[src/hdl/crc_pkg.sv]
package crc_pkg;

	////////////////////////////////////////////////////////////////////////////
	// CRC-32 constants

	// Width of the running CRC state
	localparam int crc_width = 32;

	// Ethernet polynomial 0x04C11DB7, bit reversed for LSB-first shifting
	localparam logic [crc_width-1:0] crc_poly = 32'hEDB88320;

	// Every frame starts from all ones
	localparam logic [crc_width-1:0] crc_init = 32'hFFFFFFFF;

	// Bytes folded by one full pipeline block
	localparam int block_bytes = 16;

	// Final block byte count, 1 to 16
	localparam int len_width = 5;

	////////////////////////////////////////////////////////////////////////////
	// Pipeline input and output

	// One block towards the pipeline
	// Byte 0 sits in data[127:120]
	typedef struct packed {
		logic                     update;
		logic                     start;
		logic                     last;
		logic [len_width-1:0]     len;
		logic [block_bytes*8-1:0] data;
	} crc_block_t;

	// Finished frame, valid is a single cycle pulse
	typedef struct packed {
		logic                 valid;
		logic [crc_width-1:0] crc;
	} crc_result_t;

	// Advance the state by one byte, LSB of the byte first
	function automatic logic [crc_width-1:0] crc32_byte_step(
		input logic [crc_width-1:0] c,
		input logic [7:0]           b
	);
		logic [crc_width-1:0] s;
		s = c ^ {{(crc_width-8){1'b0}}, b};
		for (int i = 0; i < 8; i++) begin
			s = s[0] ? ((s >> 1) ^ crc_poly) : (s >> 1);
		end
		return s;
	endfunction

endpackage

[src/hdl/wb_pkg.sv]
package wb_pkg;

	////////////////////////////////////////////////////////////////////////////
	// Wishbone bus widths

	localparam int wb_adr_width = 3;
	localparam int wb_dat_width = 32;

	// Word addresses of the register map
	// Lane 0 holds bytes 0 to 3, byte 0 in bits 31:24
	localparam logic [wb_adr_width-1:0] reg_lane0  = 3'd0;
	localparam logic [wb_adr_width-1:0] reg_lane1  = 3'd1;
	localparam logic [wb_adr_width-1:0] reg_lane2  = 3'd2;
	localparam logic [wb_adr_width-1:0] reg_lane3  = 3'd3;
	localparam logic [wb_adr_width-1:0] reg_cmd    = 3'd4;
	localparam logic [wb_adr_width-1:0] reg_result = 3'd5;
	// Done in bit 0, busy in bit 1
	localparam logic [wb_adr_width-1:0] reg_status = 3'd6;

	// Master to slave
	typedef struct packed {
		logic                    cyc;
		logic                    stb;
		logic                    we;
		logic [wb_adr_width-1:0] adr;
		logic [wb_dat_width-1:0] dat;
	} wb_req_t;

	// Slave to master
	typedef struct packed {
		logic                    ack;
		logic [wb_dat_width-1:0] dat;
	} wb_rsp_t;

	// Command word layout
	typedef struct packed {
		logic [wb_dat_width-crc_pkg::len_width-3:0] reserved;
		logic                                       start;
		logic                                       last;
		logic [crc_pkg::len_width-1:0]              len;
	} crc_cmd_t;

	// Write word seen as a plain lane or as a command
	typedef union packed {
		logic [wb_dat_width-1:0] raw;
		crc_cmd_t                cmd;
	} wb_word_u;

endpackage

[src/hdl/crc32_block_comb.sv]
module crc32_block_comb #(
	parameter int BYTES = 16
) (
	input  logic [BYTES*8-1:0]            d,
	input  logic [crc_pkg::crc_width-1:0] c,
	output logic [crc_pkg::crc_width-1:0] crc
);
	import crc_pkg::*;

	////////////////////////////////////////////////////////////////////////////
	// Fold BYTES whole bytes into the state

	// First byte on the wire is the most significant byte of d
	// The loop unrolls into one XOR tree per state bit
	always_comb begin
		crc = c;
		for (int i = 0; i < BYTES; i++) begin
			crc = crc32_byte_step(crc, d[(BYTES-1-i)*8 +: 8]);
		end
	end

endmodule

[src/hdl/crc32_tail_comb.sv]
module crc32_tail_comb (
	input  logic [31:0]                   d,
	input  logic [2:0]                    len,
	input  logic [crc_pkg::crc_width-1:0] c,
	output logic [crc_pkg::crc_width-1:0] crc
);
	import crc_pkg::*;

	////////////////////////////////////////////////////////////////////////////
	// Fold the leading len bytes of one word

	// Byte 0 sits in d[31:24]
	// A zero length passes the state through untouched
	// Lengths above four fold the whole word
	always_comb begin
		crc = c;
		for (int i = 0; i < 4; i++) begin
			// Bytes past the count are skipped
			if (len > 3'(i)) begin
				crc = crc32_byte_step(crc, d[31-8*i -: 8]);
			end
		end
	end

endmodule

[src/hdl/crc32_x128_pipe.sv]
module crc32_x128_pipe (
	input  logic                 clk,
	input  logic                 reset,
	input  crc_pkg::crc_block_t  blk,
	output crc_pkg::crc_result_t result
);
	import crc_pkg::*;

	// State of a last block as it moves down the finishing stages
	typedef struct packed {
		logic                     done;
		logic [len_width-2:0]     len;
		logic [block_bytes*8-1:0] data;
		logic [crc_width-1:0]     crc;
	} stage_t;

	// Running state between blocks of one frame
	logic [crc_width-1:0] crc_run;
	logic [crc_width-1:0] crc_seed;

	// Combinational results
	logic [crc_width-1:0] crc_x128;
	logic [crc_width-1:0] crc_x64;
	logic [crc_width-1:0] crc_x32;
	logic [crc_width-1:0] crc_tail;

	stage_t               s0;
	stage_t               s1;
	stage_t               s2;
	logic [crc_width-1:0] s3_crc;

	// One valid bit per stage
	logic [3:0] vld;

	////////////////////////////////////////////////////////////////////////////
	// Full block fold

	// A start block ignores whatever the last frame left behind
	assign crc_seed = blk.start ? crc_init : crc_run;

	crc32_block_comb #(
		.BYTES(block_bytes)
	) u_x128 (
		.d  (blk.data),
		.c  (crc_seed),
		.crc(crc_x128)
	);

	always_ff @(posedge clk) begin
		if (reset) begin
			crc_run <= crc_init;
		end else if (blk.update) begin
			crc_run <= crc_x128;
		end
	end

	// Stage 0 takes the pre-block state
	// A full 16 byte last block is already finished here
	always_ff @(posedge clk) begin
		s0.data <= blk.data;
		if (blk.len[len_width-1]) begin
			s0.done <= 1'b1;
			s0.len  <= '0;
			s0.crc  <= crc_x128;
		end else begin
			s0.done <= 1'b0;
			s0.len  <= blk.len[len_width-2:0];
			s0.crc  <= crc_seed;
		end
	end

	////////////////////////////////////////////////////////////////////////////
	// Partial block finishing

	// Eight byte step on the front of the block
	crc32_block_comb #(
		.BYTES(8)
	) u_x64 (
		.d  (s0.data[block_bytes*8-1 -: 64]),
		.c  (s0.crc),
		.crc(crc_x64)
	);

	always_ff @(posedge clk) begin
		if (!s0.done && s0.len[3]) begin
			s1.done <= (s0.len[2:0] == 3'd0);
			s1.len  <= {1'b0, s0.len[2:0]};
			s1.data <= s0.data << 64;
			s1.crc  <= crc_x64;
		end else begin
			s1 <= s0;
		end
	end

	// Four byte step, only taken with at least four bytes left
	crc32_tail_comb u_x32 (
		.d  (s1.data[block_bytes*8-1 -: 32]),
		.len({s1.len[2], 2'b00}),
		.c  (s1.crc),
		.crc(crc_x32)
	);

	always_ff @(posedge clk) begin
		if (!s1.done && s1.len[2]) begin
			s2.done <= (s1.len[1:0] == 2'd0);
			s2.len  <= {2'b00, s1.len[1:0]};
			s2.data <= s1.data << 32;
			s2.crc  <= crc_x32;
		end else begin
			s2 <= s1;
		end
	end

	// Last zero to three bytes
	crc32_tail_comb u_tail (
		.d  (s2.data[block_bytes*8-1 -: 32]),
		.len({1'b0, s2.len[1:0]}),
		.c  (s2.crc),
		.crc(crc_tail)
	);

	always_ff @(posedge clk) begin
		s3_crc <= s2.done ? s2.crc : crc_tail;
	end

	////////////////////////////////////////////////////////////////////////////
	// Output and valid tracking

	always_ff @(posedge clk) begin
		if (reset) begin
			vld <= '0;
		end else begin
			vld <= {vld[2:0], blk.update && blk.last};
		end
	end

	// Final complement gives the value as sent on the wire
	always_ff @(posedge clk) begin
		if (reset) begin
			result.valid <= 1'b0;
		end else begin
			result.valid <= vld[3];
		end
		result.crc <= ~s3_crc;
	end

	// The register block only issues legal final lengths
	a_last_len: assert property (@(posedge clk) disable iff (reset)
		blk.update && blk.last |-> (blk.len >= len_width'(1)) &&
			(blk.len <= len_width'(block_bytes)));

	// Command issue stays quiet while reset is held
	a_no_update_in_reset: assert property (@(posedge clk)
		reset && $past(reset) |-> !blk.update);

endmodule

[src/hdl/crc_regs.sv]
module crc_regs (
	input  logic                 clk,
	input  logic                 reset,
	input  wb_pkg::wb_req_t      wb_req,
	output wb_pkg::wb_rsp_t      wb_rsp,
	output crc_pkg::crc_block_t  blk,
	input  crc_pkg::crc_result_t result
);
	import wb_pkg::*;

	// Stored data lanes, lane 0 first on the wire
	logic [3:0][wb_dat_width-1:0] lanes;

	// Last command word, kept for readback
	logic [wb_dat_width-1:0] cmd_word;
	logic [wb_dat_width-1:0] result_reg;
	logic [wb_dat_width-1:0] rd_data;
	logic                    done;
	logic                    busy;

	// Request sampled this cycle
	logic     access;
	logic     cmd_wr;
	wb_word_u wr_word;

	////////////////////////////////////////////////////////////////////////////
	// Bus handshake

	// No request is taken in the ack cycle
	assign access  = wb_req.cyc && wb_req.stb && !wb_rsp.ack;
	assign wr_word.raw = wb_req.dat;
	assign cmd_wr  = access && wb_req.we && (wb_req.adr == reg_cmd);

	always_comb begin
		case (wb_req.adr)
			reg_lane0:  rd_data = lanes[0];
			reg_lane1:  rd_data = lanes[1];
			reg_lane2:  rd_data = lanes[2];
			reg_lane3:  rd_data = lanes[3];
			reg_cmd:    rd_data = cmd_word;
			reg_result: rd_data = result_reg;
			reg_status: rd_data = {{(wb_dat_width-2){1'b0}}, busy, done};
			default:    rd_data = '0;
		endcase
	end

	always_ff @(posedge clk) begin
		if (reset) begin
			wb_rsp.ack <= 1'b0;
		end else begin
			wb_rsp.ack <= access;
		end
		// Read data is held with the ack
		if (access && !wb_req.we) begin
			wb_rsp.dat <= rd_data;
		end
	end

	////////////////////////////////////////////////////////////////////////////
	// Lane and command writes

	always_ff @(posedge clk) begin
		if (access && wb_req.we) begin
			case (wb_req.adr)
				reg_lane0: lanes[0] <= wb_req.dat;
				reg_lane1: lanes[1] <= wb_req.dat;
				reg_lane2: lanes[2] <= wb_req.dat;
				reg_lane3: lanes[3] <= wb_req.dat;
				reg_cmd:   cmd_word <= wb_req.dat;
				default: ;
			endcase
		end
	end

	// Update lasts one cycle after the command edge
	always_ff @(posedge clk) begin
		if (reset) begin
			blk.update <= 1'b0;
		end else begin
			blk.update <= cmd_wr;
		end
		if (cmd_wr) begin
			blk.start <= wr_word.cmd.start;
			blk.last  <= wr_word.cmd.last;
			blk.len   <= wr_word.cmd.len;
			blk.data  <= {lanes[0], lanes[1], lanes[2], lanes[3]};
		end
	end

	////////////////////////////////////////////////////////////////////////////
	// Result capture and status

	// A new frame wins over a result landing in the same cycle
	always_ff @(posedge clk) begin
		if (reset) begin
			done       <= 1'b0;
			busy       <= 1'b0;
			result_reg <= '0;
		end else begin
			if (result.valid) begin
				result_reg <= result.crc;
				busy       <= 1'b0;
				done       <= 1'b1;
			end
			if (cmd_wr && wr_word.cmd.last) begin
				busy <= 1'b1;
			end
			if (cmd_wr && wr_word.cmd.start) begin
				done <= 1'b0;
			end
		end
	end

	// Single cycle ack per transfer
	a_ack_pulse: assert property (@(posedge clk) disable iff (reset)
		wb_rsp.ack |=> !wb_rsp.ack);

	// Every pipeline result belongs to a frame that was closed with last
	a_result_when_busy: assert property (@(posedge clk) disable iff (reset)
		result.valid |-> busy);

endmodule

[src/hdl/crc_offload_top.sv]
module crc_offload_top (
	input  logic            clk,
	input  logic            reset,
	input  wb_pkg::wb_req_t wb_req,
	output wb_pkg::wb_rsp_t wb_rsp
);
	import crc_pkg::*;

	////////////////////////////////////////////////////////////////////////////
	// Register block to pipeline

	// Block issued by a command write
	crc_block_t  blk;

	// Finished CRC coming back
	crc_result_t result;

	// Host side registers and command issue
	crc_regs u_regs (
		.clk   (clk),
		.reset (reset),
		.wb_req(wb_req),
		.wb_rsp(wb_rsp),
		.blk   (blk),
		.result(result)
	);

	// 128 bit CRC datapath
	crc32_x128_pipe u_pipe (
		.clk   (clk),
		.reset (reset),
		.blk   (blk),
		.result(result)
	);

endmodule

[config.mk]
export PLATFORM = sky130hd
export DESIGN_NAME = crc_offload_top
export DESIGN_NICKNAME = d
export VERILOG_FILES = /design/src/hdl/crc_pkg.sv /design/src/hdl/wb_pkg.sv /design/src/hdl/crc32_block_comb.sv /design/src/hdl/crc32_tail_comb.sv /design/src/hdl/crc32_x128_pipe.sv /design/src/hdl/crc_regs.sv /design/src/hdl/crc_offload_top.sv
export SDC_FILE = /design/constraint.sdc
export NUM_CORES = 2
export LEC_CHECK = 0
export BUFFER_PORTS_ARGS = -buffer_cell sky130_fd_sc_hd__buf_2
export CAP_MARGIN = 5
export CORE_MARGIN = 3
export CORE_UTILIZATION = 45
export DETAILED_ROUTE_END_ITERATION = 7
export GPL_TIMING_DRIVEN = 0
export PLACE_DENSITY_LB_ADDON = 0.25
export SYNTH_ARGS = -nofsm -noshare
export SYNTH_HDL_FRONTEND = slang
export SYNTH_SLANG_ARGS = --single-unit
[constraint.sdc]
create_clock -name clk -period 25.5 [get_ports clk]
set_input_delay 2.55 -clock clk [delete_from_list [all_inputs] [get_ports clk]]
set_output_delay 2.55 -clock clk [all_outputs]
set_load 0.01 [all_outputs]
Yosys cells after proc, flatten, opt, wreduce, memory -nomap -nowiden:

Cells that the tools add are included.

* flip-flop bits (word level): 925
* bits of input ports: 40
* output and inout bits: 33
* word-level logic and storage cells: 634

* $lt $le $gt $ge: 8
* equal/unequal tests: 6
* muxes and demuxes: 273
* bitwise gates (word level): 289
* reduce and logical (&&, ||, !) cells: 24

Operators with widths (number)
* $mux 32: 267
* $not 13->14: 256
* $xor 32x8->32: 32
* $mux 165: 2
* $pmux 32 s7: 1
* $not 32->32: 1
* $logic_and 1x1->1: 10
* $reduce_and 2->1: 5
* $eq 3x3->1 const B: 3
* $eq 3x2->1 const B: 2
* $gt 3x1->1 const B: 2
* $gt 3x2->1 const B: 2
* $logic_not 3->1: 2
* $mux 5: 1
* $gt 2x1->1 const B: 2
* $gt 2x2->1 const B: 2
* $logic_not 1->1: 4
* $eq 3x1->1 const B: 1
* $logic_not 2->1: 1
* $mux 1: 2
* $reduce_bool 2->1: 1
* $reduce_or 2->1: 1

Logic depth before layout (Yosys ltp):

* depth after elaboration: 274
* depth in mapped cells: 33
* mapped depth without buffers: 27

By module:

A second synthesis with hierarchy kept.

* cells, all modules: 4378
* area total of the unflattened synthesis: 59764.8 um^2

By module, submodules not included
* crc32_block_comb (u_pipe.u_x128): instances 1, cells an instance 1078, area each 15526.1 um^2, sequential area each 0.0 um^2
* crc_regs: instances 1, cells an instance 671, area each 12883.6 um^2, sequential area each 10329.9 um^2
* crc32_x128_pipe: instances 1, cells an instance 842, area each 12550.8 um^2, sequential area each 8668.3 um^2
* crc32_block_comb (u_pipe.u_x64): instances 1, cells an instance 515, area each 7503.4 um^2, sequential area each 0.0 um^2
* crc32_tail_comb (u_pipe.u_tail): instances 1, cells an instance 667, area each 5928.2 um^2, sequential area each 0.0 um^2
* crc32_tail_comb (u_pipe.u_x32): instances 1, cells an instance 605, area each 5372.7 um^2, sequential area each 0.0 um^2

Least setup slack after synthesis:

No wires, ideal clock.

* kind: input -> register
* start: input wb_req[34] in the netlist's numbering
* end: register u_regs.done
* setup time: 0.431 ns
* arrival time: 10.387 ns
* required time: 25.069 ns
* path slack: 14.682 ns
* stages: 5
* buffers on the path: 1
* cells stage by stage: clkbuf_1 inv_1 or3_1 nor2_1 a211oi_1

* cells in the longest elaborated chain, start to end: 4

RTL lines
* start: declaration: RTL line crc_offload_top.sv:4 `input wb_pkg::wb_req_t wb_req,`
* $eq 3x3->1: RTL line crc_regs.sv:32 `assign cmd_wr = access && wb_req.we && (wb_req.adr == reg_cmd);`
* $logic_and 1x1->1: RTL line crc_regs.sv:32
* named net u_regs.cmd_wr: RTL line crc_regs.sv:23 `logic cmd_wr;`
* $logic_and 1x1->1: RTL line crc_regs.sv:108 `if (cmd_wr && wr_word.cmd.start) begin`
* $reduce_or 2->1 (no source line)
* end signal: assignment: RTL line crc_regs.sv:96 `done <= 1'b0;`
* end signal: assignment: RTL line crc_regs.sv:103 `done <= 1'b1;`
* end signal: assignment: RTL line crc_regs.sv:109 `done <= 1'b0;`
* end: declaration: RTL line crc_regs.sv:18 `logic done;`

The timed path passes the listed nets, and every way through them passes these cells.
A chain may end at the register's enable or synchronous reset.

==> metrics <==
run status=finished, final reports clean; largest net degree at the start of global routing=35; CP top delay family=XOR/XNOR gates; Reg with most FFs=u_pipe.s0; register area=18500 sq um; period utilization=0.511; Tightest Hold Check Type=reg -> reg; Clock Skew=0.0554 ns; Core Region=109000 sq um; number of synthesized flops with an enable pin=320; H-tree depth=3; instance count on the critical path=28; CTS Hold Bufs=0; CP bufs+invs=1; Syn Nets=4048; initial antenna violation count=14; Startpoint Class=flop; Layout area overhead=10.6%; CTS buffer count=77; CTS Root Cell=clkbuf_16; cts repair resizes=0; Syn Inst Count=4008; first-pass GRT wire length=231000 um; number of post-CTS setup repair buffers=0; clock net sink count=765; Crit Reg-Reg Endpoint=u_pipe.crc_run[5]; via count=31153; crit-path max cell delay=0.77 ns; syn_area_per_cell=12.4 sq um; Async SR Flop Fraction=0; RSZ-0062 raised after global routing=false; CP Max Fanout=10; register area share after synthesis=0.372; Top Registers=u_pipe.s0 x157, u_regs.blk x133, u_regs.lanes x128; worst-margin pin slew=1.29 ns; most frequent CP cell=xnor3_1; flops & latches, synth=765; Initial Utilization=0.456; Routed WL per cell=29.3 um; Final Hold Vio Count=0; area of the die=115000 sq um; worst hold path cell count=1; Layout fillers=9780; number of I/O port buffers=69; min Tclk post-route=13.03 ns; max-cap violation count=0; post-route ant nets=0; R2R setup slack=12.47 ns; Die W=339 um; Final Slew Violations=0; CP required=26.02 ns; Clock Tree Buf Depth=3; DR DRC count=0; Critical Path Sink Type=flop; Post-Syn Area=49800 sq um; area occupied by multi-input gates=30600 sq um; synth top area cells=xnor2_1 22%, edfxtp_1 19%, dfxtp_1 18%, xnor3_1 14%, xor2_1 7.3%; Placer Congestion=0.995; share of cells above drive strength 1=0.109; final wirelength=167000 um; WHS Endpoint=u_pipe.result[9]; GRT overflow=0; Clk Latency, worst-skew pair=0.65 ns; Max transition margin=0.135; TritonRoute pass-1 iters=5; CP arrival=13.55 ns; I/O pin count=73; CP max stage cell=xor2_1; Worst Hold Launch=u_pipe.s3_crc[9]; setup TNS=0 ns; dpl hpwl=138000 um; Die H=339 um; Netlist cell types=52; row cnt=121; Yosys top cell area share=0.221; number of global-route vias before repair=29936; Top FF cell, synth=dfxtp_1; nets=4212; R2R Path Start=u_regs.cmd_word[6]; fmax=76.7 MHz; CP Class=reg -> reg; number of flip-flops in the largest register=157; final setup fails=0; GRT Total Usage=0.284; r2r worst-path depth=28; CTS tree=built; Clock Pin Slew Worst Setup and Hold Paths=0.06 ns; DR iter-0 viols=4042; Synth area leader=xnor2_1; vias per cell=5.45; Syn. warnings=0
-- how the worst max path moves through the flow --
stage | endpoint | start | slack, ns
2_1_floorplan | u_regs.done | wb_req[34] | 14.68
3_3_place_gp | u_regs.done | wb_req[34] | 11.44
3_5_place_dp | u_pipe.s0[23] | u_regs.blk[125] | 12.66
4_1_cts | u_pipe.s0[23] | u_regs.blk[125] | 12.59
5_1_grt | u_pipe.crc_run[5] | u_regs.cmd_word[6] | 12.08
6_report | u_pipe.crc_run[5] | u_regs.cmd_word[6] | 12.47
-- cells in the mapped netlist (8+ instances only) --
master    number
a22oi_1       91
o21ai_0      127
xnor3_2       27
edfxtp_1     320
a21oi_1      112
o211ai_1      11
nand3_1       30
xnor2_2       49
inv_1         47
clkbuf_1      89
nor3_1        29
mux2i_1       51
xor2_1       414
buf_1         14
xor2_2        21
xnor3_1      299
xnor2_1     1256
a211oi_1       8
dfxtp_1      445
xnor2_4       15
nor2b_1       21
nor2_1       159
nand2_1      152
xor3_1        51
buf_4         11
mux2_2        90
-- through the flow --
stage | util | hold slack (ns) | cells | worst slack, ns | cell area [sq um]
floorplan | - | 0.331 | 4008 | 14.68 | 49800
detailed placement | 0.478 | 0.341 | 5569 | 12.66 | 52300
global route | 0.504 | 0.342 | 5713 | 12.08 | 55100
finish | 0.504 | 0.341 | 5720 | 12.47 | 55100
global placement | 0.476 | 0.339 | 5553 | 11.44 | 52000
CTS | 0.504 | 0.334 | 5712 | 12.59 | 55100
-- layout make-up --
class | count | area share
multi-input combinational | 3067 | 0.555
clock inverter | 44 | 0.0125
tap | 1476 | 0.0335
timing repair buffer | 85 | 0.0107
buffer | 128 | 0.0104
antenna | 8 | 0.000363
inverter | 48 | 0.00327
sequential | 765 | 0.336
clock buffer | 99 | 0.0381
-- layout by cell type (no fill, tap or decap), drive strengths merged, types with 4 or more instances in the layout --
cell type	netlist	layout
a211oi	8	8
a21o	7	7
a21oi	112	112
a22oi	91	91
and2	4	4
buf	37	122
bufinv	0	12
clkbuf	91	190
clkinv	0	23
clkinvlp	0	5
dfxtp	445	445
diode	0	8
edfxtp	320	320
inv	48	52
mux2	90	90
mux2i	51	51
nand2	152	152
nand3	30	30
nor2	163	163
nor2b	21	21
nor3	29	29
o211ai	11	11
o21ai	132	132
or2	6	6
xnor2	1320	1320
xnor3	328	328
xor2	439	439
xor3	59	59
-- logic make-up (layout without fill, tap and decap cells) --
family / count (synthesis) / in the layout / share of synthesized area
simple gates: 413 / 413 / 0.0349
compound gates: 367 / 367 / 0.0432
flops: 765 / 765 / 0.372
other cells: 0 / 8 / 0
buf+inv: 176 / 404 / 0.0151
xor+xnor: 2146 / 2146 / 0.505
mux: 141 / 141 / 0.0306
-- layer usage --
| metal | global-route usage | part of all wire |
|---|---|---|
| met1 | 0.430 | 0.45 |
| met4 | 0.0907 | 0.038 |
| met5 | 0 | 0.00016 |
| met2 | 0.416 | 0.42 |
| met3 | 0.0445 | 0.092 |
Power is not shown: default switching activity piles up to over one toggle a cycle in this logic, so the estimate is an artifact.
